### src/include/apb_checker_params.svh
// APB checker parameters
`ifndef APB_CHECKER_PARAMS_SVH
`define APB_CHECKER_PARAMS_SVH

////////////////////////////////
// APB bus
////////////////////////////////

// Address and data widths
`define APB_ADDR_W 32
`define APB_DATA_W 32
// One strobe per data byte
`define APB_STRB_W 4
// Low address bits that pick a byte lane
`define APB_LANE_W 2

// Access cycles allowed before the watchdog trips
`define WD_LIMIT 16

////////////////////////////////
// Log registers
////////////////////////////////

`define LOG_CNT_W 16
`define WB_ADR_W 4
// Word offsets on the Wishbone port
`define REG_STATUS 0
`define REG_COUNT 1
`define REG_MASK 2

`endif

### src/apb_checker_pkg.sv
// APB checker types
`include "apb_checker_params.svh"

package apb_checker_pkg;

  ////////////////////////////////
  // APB bus
  ////////////////////////////////

  // Request as seen on the bus
  typedef struct packed {
    logic                   psel;
    logic                   penable;
    logic [`APB_ADDR_W-1:0] paddr;
    logic                   pwrite;
    logic [`APB_STRB_W-1:0] pstrb;
    logic [2:0]             pprot;
    logic [`APB_DATA_W-1:0] pwdata;
  } apb_req_t;

  // Completer response, only pready is monitored
  typedef struct packed {
    logic                   pready;
    logic                   pslverr;
    logic [`APB_DATA_W-1:0] prdata;
  } apb_rsp_t;

  // One flag per rule, psel_drop is bit 0
  typedef struct packed {
    logic watchdog;
    logic addr_misaligned;
    logic pstrb_shape;
    logic pwdata_unstable;
    logic pprot_unstable;
    logic pstrb_unstable;
    logic pwrite_unstable;
    logic paddr_unstable;
    logic penable_access;
    logic penable_setup;
    logic psel_drop;
  } viol_t;

  // Transfer phase from the tracker
  typedef struct packed {
    logic setup;
    logic access;
    logic hold_window;
  } phase_t;

  ////////////////////////////////
  // Wishbone classic
  ////////////////////////////////

  typedef struct packed {
    logic                 cyc;
    logic                 stb;
    logic                 we;
    logic [`WB_ADR_W-1:0] adr;
    logic [31:0]          dat;
  } wb_req_t;

  typedef struct packed {
    logic        ack;
    logic [31:0] dat;
  } wb_rsp_t;

endpackage

### src/apb_phase_tracker.sv
// APB phase tracker
`timescale 1ns/1ps
`include "apb_checker_params.svh"

module apb_phase_tracker (
  input  logic                      PCLK,
  input  logic                      PRESETn,
  input  apb_checker_pkg::apb_req_t req,
  input  apb_checker_pkg::apb_rsp_t rsp,
  output apb_checker_pkg::phase_t   phase,
  output apb_checker_pkg::viol_t    viol
);

  // Counter wide enough to hold WD_LIMIT itself
  localparam int WD_W = $clog2(`WD_LIMIT + 1);

  logic            prev_psel;
  logic            prev_penable;
  logic            prev_pready;
  logic            access_q;
  logic            setup;
  logic            wd_clear;
  logic [WD_W-1:0] wd_cnt;

  ////////////////////////////////
  // Phases
  ////////////////////////////////

  // New transfer: psel rises, or follows a completed one
  assign setup = req.psel & (~prev_psel | (prev_penable & prev_pready));

  always_ff @(posedge PCLK or negedge PRESETn)
  begin
    if (!PRESETn)
    begin
      prev_psel    <= 1'b0;
      prev_penable <= 1'b0;
      prev_pready  <= 1'b0;
      access_q     <= 1'b0;
    end
    else
    begin
      prev_psel    <= req.psel;
      prev_penable <= req.penable;
      prev_pready  <= rsp.pready;
      // Access starts after setup, ends on pready
      // An aborted transfer (psel gone) also ends it
      if (setup)
        access_q <= 1'b1;
      else if (rsp.pready || !req.psel)
        access_q <= 1'b0;
    end
  end

  assign phase.setup  = setup;
  assign phase.access = access_q;
  // Completer stalled last cycle, request must hold
  assign phase.hold_window = req.psel & prev_psel & ~prev_pready;

  ////////////////////////////////
  // Watchdog
  ////////////////////////////////

  // Idle bus or a completed transfer restarts the count
  assign wd_clear = ~req.psel | (req.penable & rsp.pready);

  always_ff @(posedge PCLK or negedge PRESETn)
  begin
    if (!PRESETn)
      wd_cnt <= '0;
    else if (wd_clear)
      wd_cnt <= '0;
    else if (wd_cnt != WD_W'(`WD_LIMIT))
      wd_cnt <= wd_cnt + 1'b1;
  end

  ////////////////////////////////
  // Rule flags
  ////////////////////////////////

  always_comb
  begin
    viol = '0;
    // psel fell while the completer was still stalling
    viol.psel_drop      = ~req.psel & prev_psel & ~prev_pready;
    viol.penable_setup  = setup & req.penable;
    viol.penable_access = access_q & req.psel & ~req.penable;
    // Single pulse on the edge where the count hits the limit
    viol.watchdog = ~wd_clear & (wd_cnt == WD_W'(`WD_LIMIT - 1));
  end

endmodule

### src/apb_hold_checker.sv
// APB wait-state hold checker
`timescale 1ns/1ps

module apb_hold_checker (
  input  logic                      PCLK,
  input  logic                      PRESETn,
  input  apb_checker_pkg::apb_req_t req,
  input  apb_checker_pkg::phase_t   phase,
  output apb_checker_pkg::viol_t    viol
);

  // Request as sampled on the previous edge
  apb_checker_pkg::apb_req_t prev_req;

  always_ff @(posedge PCLK or negedge PRESETn)
  begin
    if (!PRESETn)
      prev_req <= '0;
    else
      prev_req <= req;
  end

  ////////////////////////////////
  // Field compares
  ////////////////////////////////

  // Only meaningful while the completer inserts wait states
  always_comb
  begin
    viol = '0;
    if (phase.hold_window)
    begin
      viol.paddr_unstable  = (req.paddr != prev_req.paddr);
      viol.pwrite_unstable = (req.pwrite != prev_req.pwrite);
      viol.pstrb_unstable  = (req.pstrb != prev_req.pstrb);
      viol.pprot_unstable  = (req.pprot != prev_req.pprot);
      // Write data is held for reads too
      viol.pwdata_unstable = (req.pwdata != prev_req.pwdata);
    end
  end

endmodule

### src/apb_strobe_checker.sv
// APB strobe and alignment checker
`timescale 1ns/1ps
`include "apb_checker_params.svh"

module apb_strobe_checker (
  input  apb_checker_pkg::apb_req_t req,
  input  apb_checker_pkg::phase_t   phase,
  output apb_checker_pkg::viol_t    viol
);

  ////////////////////////////////
  // Helpers
  ////////////////////////////////

  // One naturally aligned group of 1, 2, 4 ... bytes
  function automatic logic shape_valid(input logic [`APB_STRB_W-1:0] strb);
    logic [`APB_STRB_W-1:0] grp;
    logic                   ok;
    ok = 1'b0;
    for (int sz = 1; sz <= `APB_STRB_W; sz = sz * 2)
    begin
      for (int off = 0; off < `APB_STRB_W; off = off + sz)
      begin
        grp = ((`APB_STRB_W'(1) << sz) - 1) << off;
        ok  = ok | (strb == grp);
      end
    end
    return ok;
  endfunction

  // Lane of the lowest active strobe
  function automatic logic [`APB_LANE_W-1:0] low_lane(input logic [`APB_STRB_W-1:0] strb);
    logic [`APB_LANE_W-1:0] idx;
    idx = '0;
    // Scan downward so the lowest set bit wins
    for (int i = `APB_STRB_W - 1; i >= 0; i--)
    begin
      if (strb[i])
        idx = `APB_LANE_W'(i);
    end
    return idx;
  endfunction

  logic                   strb_any;
  logic                   strb_ok;
  logic [`APB_LANE_W-1:0] lane;

  assign strb_any = |req.pstrb;
  assign strb_ok  = shape_valid(req.pstrb);
  assign lane     = req.paddr[`APB_LANE_W-1:0];

  ////////////////////////////////
  // Rule flags
  ////////////////////////////////

  always_comb
  begin
    viol = '0;
    if (phase.setup)
    begin
      // Zero strobes on a write is legal, nothing to check
      viol.pstrb_shape = req.pwrite & strb_any & ~strb_ok;
      if (req.pwrite)
        viol.addr_misaligned = strb_any & strb_ok & (lane != low_lane(req.pstrb));
      else
        viol.addr_misaligned = (lane != '0);  // reads are full words
    end
  end

endmodule

### src/apb_violation_log.sv
// APB violation log
`timescale 1ns/1ps
`include "apb_checker_params.svh"

module apb_violation_log (
  input  logic                     PCLK,
  input  logic                     PRESETn,
  input  apb_checker_pkg::viol_t   viol,
  input  apb_checker_pkg::wb_req_t wb_req,
  output apb_checker_pkg::wb_rsp_t wb_rsp,
  output logic                     irq
);

  localparam int NFLAG = $bits(apb_checker_pkg::viol_t);

  logic [NFLAG-1:0]      status;
  logic [NFLAG-1:0]      mask;
  logic [`LOG_CNT_W-1:0] count;
  logic                  ack_q;
  logic [31:0]           rd_dat;
  logic                  wb_acc;
  logic                  wr_status;
  logic                  wr_count;
  logic                  wr_mask;
  logic                  any_viol;

  ////////////////////////////////
  // Wishbone decode
  ////////////////////////////////

  // New cycle only when not already acknowledging
  assign wb_acc    = wb_req.cyc & wb_req.stb & ~ack_q;
  assign wr_status = wb_acc & wb_req.we & (wb_req.adr == `WB_ADR_W'(`REG_STATUS));
  assign wr_count  = wb_acc & wb_req.we & (wb_req.adr == `WB_ADR_W'(`REG_COUNT));
  assign wr_mask   = wb_acc & wb_req.we & (wb_req.adr == `WB_ADR_W'(`REG_MASK));

  assign any_viol = |viol;

  always_ff @(posedge PCLK or negedge PRESETn)
  begin
    if (!PRESETn)
      ack_q <= 1'b0;
    else
      ack_q <= wb_acc;
  end

  // Read data captured on the same edge that raises ack
  always_ff @(posedge PCLK)
  begin
    if (wb_acc)
    begin
      case (wb_req.adr)
        `WB_ADR_W'(`REG_STATUS): rd_dat <= 32'(status);
        `WB_ADR_W'(`REG_COUNT):  rd_dat <= 32'(count);
        `WB_ADR_W'(`REG_MASK):   rd_dat <= 32'(mask);
        default:                 rd_dat <= '0;
      endcase
    end
  end

  assign wb_rsp.ack = ack_q;
  assign wb_rsp.dat = rd_dat;

  ////////////////////////////////
  // Status, count and mask
  ////////////////////////////////

  always_ff @(posedge PCLK or negedge PRESETn)
  begin
    if (!PRESETn)
    begin
      status <= '0;
      count  <= '0;
      mask   <= '0;
    end
    else
    begin
      // Write-one-to-clear, a flag firing now stays set
      if (wr_status)
        status <= (status & ~wb_req.dat[NFLAG-1:0]) | viol;
      else
        status <= status | viol;
      // Clear still counts an event in the same cycle
      if (wr_count)
        count <= `LOG_CNT_W'(any_viol);
      else if (any_viol && count != '1)
        count <= count + 1'b1;
      if (wr_mask)
        mask <= wb_req.dat[NFLAG-1:0];
    end
  end

  // Enabled flags only
  assign irq = |(status & mask);

endmodule

### src/apb_checker_top.sv
// APB bus monitor top
`timescale 1ns/1ps

module apb_checker_top (
  input  logic                      PCLK,
  input  logic                      PRESETn,
  input  apb_checker_pkg::apb_req_t req,
  input  apb_checker_pkg::apb_rsp_t rsp,
  input  apb_checker_pkg::wb_req_t  wb_req,
  output apb_checker_pkg::wb_rsp_t  wb_rsp,
  output logic                      irq
);

  apb_checker_pkg::phase_t phase;
  apb_checker_pkg::viol_t  viol_trk;
  apb_checker_pkg::viol_t  viol_hold;
  apb_checker_pkg::viol_t  viol_strb;
  apb_checker_pkg::viol_t  viol;

  ////////////////////////////////
  // Checkers
  ////////////////////////////////

  // Phase tracking feeds the other two
  apb_phase_tracker u_trk (
    .PCLK    (PCLK),
    .PRESETn (PRESETn),
    .req     (req),
    .rsp     (rsp),
    .phase   (phase),
    .viol    (viol_trk)
  );

  apb_hold_checker u_hold (
    .PCLK    (PCLK),
    .PRESETn (PRESETn),
    .req     (req),
    .phase   (phase),
    .viol    (viol_hold)
  );

  apb_strobe_checker u_strb (
    .req   (req),
    .phase (phase),
    .viol  (viol_strb)
  );

  // Each checker leaves its other fields at zero
  assign viol = viol_trk | viol_hold | viol_strb;

  // Sticky flags and processor access
  apb_violation_log u_log (
    .PCLK    (PCLK),
    .PRESETn (PRESETn),
    .viol    (viol),
    .wb_req  (wb_req),
    .wb_rsp  (wb_rsp),
    .irq     (irq)
  );

endmodule

### config.mk
export PLATFORM = sky130hd
export DESIGN_NAME = apb_checker_top
export DESIGN_NICKNAME = d
export VERILOG_FILES = /design/src/apb_checker_pkg.sv /design/src/apb_phase_tracker.sv /design/src/apb_hold_checker.sv /design/src/apb_strobe_checker.sv /design/src/apb_violation_log.sv /design/src/apb_checker_top.sv
export VERILOG_INCLUDE_DIRS = /design/src /design/src/include
export SDC_FILE = /design/constraint.sdc
export NUM_CORES = 1
export LEC_CHECK = 0
export BUFFER_PORTS_ARGS = -buffer_cell sky130_fd_sc_hd__buf_2
export CORE_ASPECT_RATIO = 0.75
export CORE_UTILIZATION = 48
export CTS_BUF_LIST = sky130_fd_sc_hd__clkbuf_8
export DETAILED_ROUTE_END_ITERATION = 8
export PLACE_DENSITY = 0.83
export SKIP_CTS_REPAIR_TIMING = 1
export SLEW_MARGIN = 10
export SYNTH_ARGS = -nofsm -noshare
export SYNTH_HDL_FRONTEND = slang
export SYNTH_SLANG_ARGS = --single-unit
export TNS_END_PERCENT = 20
### constraint.sdc
create_clock -name PCLK -period 4.45 [get_ports PCLK]
set_clock_uncertainty 0.05 [all_clocks]
set_input_delay 1.335 -clock PCLK [delete_from_list [all_inputs] [get_ports PCLK]]
set_output_delay 1.335 -clock PCLK [all_outputs]
set_load 0.03 [all_outputs]
# After elaboration in Yosys (flattened, before gate mapping)
# Index checks and enable logic that the tools add are counted.
# op_classes
muxes	17
reduce_logical	11
eq_ne	18
addsub	2
n_bitwise	43
# ops
op	n
inequality test 32 bit	2
one-hot mux 16 bit (3 select lines)	1
two-way mux 16 bit	2
bitwise AND 11 bit	2
bitwise OR 11 bit	2
OR reduction 11 bit	2
bitwise AND 1 bit	21
adder 16 x 1 -> 16 bit, second input constant	1
inequality test 16 bit, second input constant	1
two-way mux 5 bit	3
two-way mux 2 bit	7
equality test 4 x 2 -> 1 bit, second input constant	3
equality test 4 bit, second input constant	3
two-way mux 11 bit	1
NOT 11 bit	1
bitwise OR 11 x 10 -> 11 bit	1
bitwise OR 11 x 8 -> 11 bit	1
equality test 4 x 1 -> 1 bit, second input constant	2
bitwise OR 1 bit	8
nonzero test 2 bit	4
NOT 1 bit	7
adder 5 x 1 -> 5 bit, second input constant	1
equality test 5 x 4 -> 1 bit, second input constant	1
inequality test 5 bit, second input constant	1
11 further kinds	13
# totals
reg_bits	152
word_cells	106
in_bits	149

# Longest topological paths before layout
# depth
ltp_word	16
mapped_depth	10
depth_no_buf	9

# Hierarchy
# A second synthesis with hierarchy kept.
# unflattened
cells_unflattened	520
area_unflattened_um2	6114.6
# modules_own_cells
module	area_each_um2	instances	cells_each
apb_violation_log	2707.6	1	255
apb_hold_checker	2647.5	1	176
apb_phase_tracker	498.0	1	49
apb_strobe_checker	192.7	1	29
apb_checker_top	68.8	1	11

# Worst setup path after synthesis
# Ideal clock, no wire load.
# synth_path
path_type	in2reg
from	input port wb_req[38] (netlist name)
to	register u_log.mask[0]
required_ns	4.275
slack_ns	1.087
t_arrival_ns	3.188
path_buffers	1
stages	5
path_cell_list	nand2_1 > nor2_1 > and3_1 > clkbuf_1 > mux2_2
# synth_between
elab_chain_cells	4
# synth_lines
element	line	source
from (decl)	apb_checker_top.sv:9	input apb_checker_pkg::wb_req_t wb_req,
bitwise AND 1 bit (2 in series)	apb_violation_log.sv:32	assign wb_acc = wb_req.cyc & wb_req.stb & ~ack_q;
named net u_log.wb_acc	apb_violation_log.sv:21	logic wb_acc;
bitwise AND 1 bit (2 in series)	apb_violation_log.sv:35	assign wr_mask = wb_acc & wb_req.we & (wb_req.adr == `WB_ADR_W'(`REG_MASK));
to (signal assigned)	apb_violation_log.sv:89	mask <= wb_req.dat[NFLAG-1:0];
to (decl)	apb_violation_log.sv:17	logic [NFLAG-1:0] mask;
# The timed path passes the listed nets, and every way through them passes these cells.
# A chain may end at the register's enable or synchronous reset.

# Worst setup path in the final report
# layout_path
from	register u_log.status[9]
to	output port irq
# layout_between
elab_chain_cells	2
# layout_lines
element	line	source
from (decl)	apb_violation_log.sv:16	logic [NFLAG-1:0] status;
from (signal assigned)	apb_violation_log.sv:80	status <= (status & ~wb_req.dat[NFLAG-1:0]) | viol;
from (signal assigned)	apb_violation_log.sv:82	status <= status | viol;
bitwise AND 11 bit	apb_violation_log.sv:94	assign irq = |(status & mask);
OR reduction 11 bit	apb_violation_log.sv:94	
to (decl)	apb_checker_top.sv:11	output logic irq
# Every way passes these cells.

==> summary.md <==
| Metric | Value |
|---|---|
| Dpl cell area | 6470 um^2 |
| Worst Setup Start Kind | register |
| Remaining DRCs | 0 |
| CTS root buf | clkbuf_8 |
| Final wirelength | 12.0 mm |
| Synth Instances | roughly 460 |
| Hold Path Sink | u_log.status[3] |
| Remaining global-route overflow | 0 |
| DP Wirelength | 8.96 mm |
| Crit path time final | 3.22 ns |
| CP arrival | 1.84 ns |
| Sequential Power Share | 50.3% |
| Die extent in y | just under 100 um |
| Via count | between 4000 and 5000 |
| 1st-pass router iterations | 6 |
| Tot GR Track Use | 20.9% |
| Yosys top cell by area | dfrtp_1 |
| First-pass GRT wire length | 20.0 mm |
| Mapped cell area | 5780 um^2 |
| Slew @ Worst Pin | 0.886 ns |
| Worst vdd ir | 204 uV |
| WP buf/inv | 1 |
| Synth warn | 0 |
| Setup crit end kind | output pin |
| CTS tree | built |
| Seq cells post-synth | 136 |
| Fillcell total | between 900 and 1000 |
| Worst reg2reg path depth | 10 |
| Layout cell share with drive strength beyond 1 | approximately 29% |
| Async set-reset flop share out of synthesis | roughly nine tenths |
| Diode count | 0 |
| FF-to-FF setup slack | 1.66 ns |
| Setup_tns | 0 ns |
| Hold crit path type | register to register |
| Largest net degree at the start of global routing | 73 |
| Crit-path slowest cell | dfrtp_1 |
| Final Hold Fails | 0 |
| PwrDens | just over 400 nW/um^2 |
| H-Tree Depth | 4 |
| Vias in the first global route | 4216 |
| Top post-synthesis cells by count | dfrtp_1 (120), xnor2_1 (74), nand2_1 (28), nand4_1 (22), inv_1 (19) |
| Setup ws final | 1.23 ns |
| Clock power share | 37.2% |
| Die Width | 129 um |
| Post-synth cell types | between 50 and 60 |
| Hold depth | 1 |
| Crit-path cells | a22o_1 > a221oi_1 > and3_1 > nand2_1 > buf_2 |
| Post-synth EDFFs | 16 |
| Register area share after synthesis | 60.2% |
| Most common cell in the netlist | dfrtp_1 |
| Status | complete, no violations |
| # IOs | ~180 |
| Setup violators final | 0 |
| Synth Area per Inst | 12.5 um^2 |
| Worst Path Required | 3.06 ns |
| Min-delay src | u_log.status[3] |
| Switching power total | 0.000738 W |
| Post-synth top area share | 51.9% |
| Total CTS buffers | 17 |
| Number of routed nets with antenna violations | 0 |
| Post-Layout Inst Area | ~6900 um^2 |
| Final RePlAce weighted congestion | 0.828 |
| Crit-path max cell delay | between 0.4 and 0.5 ns |
| Internal power | slightly above 0.002 W |
| Initial DRC count | 301 |
| Clk buf depth | 2 |
| Std-Cell Rows | 34 |
| Worst r2r src | u_trk.wd_cnt[1] |
| Top delay family on crit path | compound AO/OA/AOI/OAI gates |
| Switching Share | between 20% and 30% |
| Layout area overhead | 19.0% |
| Via density | 5.25 |
| Max_cap viols | 0 |
| Initial antenna violation count | 1 |
| Nets@finish | around 740 |
| Main flop type after synthesis | dfrtp_1 |
| # clock sinks | 136 |
| Pleak | 3.02 nW |
| Slew headroom | 40.1% |
| Area of the core | 11700 um^2 |
| RSZ-0062 raised after global routing | no |
| Fin. max-slew vios | 0 |
| Initial Util | between 40 and 50% |
| Fmax | 310 MHz |
| WL per Instance | about 16 um |
| Period utilization | 72.4% |
| Ranking of synthesized cells by area | dfrtp_1 (52%), xnor2_1 (11%), edfxtp_1 (8.3%) |
| Die area | about 12000 um^2 |
| Critical-path maximum fanout | 3 |
| RR Endpoint | u_log.count[12] |
| Comb pwr share | 12.5% |
| Critical path class | register to output pin |
| Clock latency on the worst-skew pair | 0.44 ns |
| Buffers on Ports | 112 |
| Pre-CTS setup slack | 0.902 ns |
| Clk slew on worst S/H paths | 0.08 ns |
==> power by group through the flow <==
stage / Sequential [W] / Clock (W) / Combinational (W)
2_1_floorplan: 0.00143 / 0 / 0.000225
3_3_place_gp: 0.00143 / 0 / 0.000335
3_5_place_dp: 0.00144 / 0 / 0.000353
4_1_cts: 0.00142 / 0.00107 / 0.000354
5_1_grt: 0.00143 / 0.00113 / 0.000394
6_report: 0.00142 / 0.00105 / 0.000351
==> layout by cell type, fill, tap and decap left out, drive strengths merged, types with 16 or more instances in the layout <==
master	netlist	layout
nand4	22	22
inv	19	19
conb	1	16
nand2	28	28
edfxtp	16	16
xnor2	74	74
buf	20	119
clkbuf	8	19
dfrtp	120	120
a21oi	17	17
==> metal layers <==
| metal | vias up | GRT usage, % | routed length [um] |
|---|---|---|---|
| met5 | - | 0 | 9 |
| met3 | 22 | 5.73 | 951 |
| met4 | 2 | 8.51 | 223 |
| met2 | 149 | 32.2 | 5580 |
| li1 | 1877 | - | - |
| met1 | 1954 | 28.1 | 5230 |
==> worst register-to-register path: cells and delay by family, from the launching register on <==
family,cells,cell delay [ns]
AO/OA/AOI/OAI,4,0.76
AND/OR/NAND/NOR,3,0.74
adder cells (fa/ha/maj),2,0.42
flip-flops,1,0.41
buffers and inverters,1,0.32
==> cells by family after synthesis <==
logic type,share of synthesized area (%)
AO/OA/AOI/OAI,9.30
XOR/XNOR,11.5
flip-flops,60.2
AND/OR/NAND/NOR,11.2
other,0.0648
buffers and inverters,4.50
multiplexers,2.32
adder cells (fa/ha/maj),0.865
==> stage by stage <==
| stage | cells | hold slack (ns) | utilization [%] | power (W) |
|---|---|---|---|---|
| floorplan | 478 | 0.415 | - | 0.00166 |
| global placement | 731 | 0.436 | 55.5 | 0.00177 |
| detailed placement | 731 | 0.448 | 55.5 | 0.00179 |
| CTS | 763 | 0.466 | 59.0 | 0.00284 |
| global route | 763 | 0.474 | 59.0 | 0.00295 |
| finish | 763 | 0.470 | 59.0 | 0.00281 |
==> sequential cells by signal, summed over array words and instances, names as in the netlist <==
| register | flops |
|---|---|
| u_hold.prev_req | 72 |
| u_trk.access_q | 1 |
| u_log.count | 16 |
| u_trk.wd_cnt | 5 |
| u_trk.prev_psel | 1 |
| u_trk.prev_pready | 1 |
| u_trk.prev_penable | 1 |
| u_log.rd_dat | 16 |
| u_log.ack_q | 1 |
| u_log.mask | 11 |
| u_log.status | 11 |
==> how the worst max path moves through the flow <==
stage,startpoint,cells after the start,to,slack [ns]
floorplan,wb_req[38],5,u_log.mask[0],1.09
global placement,req[11],9,u_log.count[14],1.02
detailed placement,req[21],9,u_log.count[12],0.90
CTS,u_log.status[9],5,irq,1.21
global route,u_log.status[9],5,irq,1.10
finish,u_log.status[9],5,irq,1.23
==> layout make-up <==
class | instances | area, um^2 | share of cell area, %
Sequential cell | 136 | 3480 | 50.6
Multi-Input combinational cell | 295 | 2100 | 30.4
Timing Repair Buffer | 119 | 616 | 8.94
Clock buffer | 19 | 262 | 3.80
Tap cell | 162 | 203 | 2.94
Clock inverter | 13 | 153 | 2.22
Inverter | 19 | 71.3 | 1.04
No activity file was read; power rests on OpenSTA's default activity.
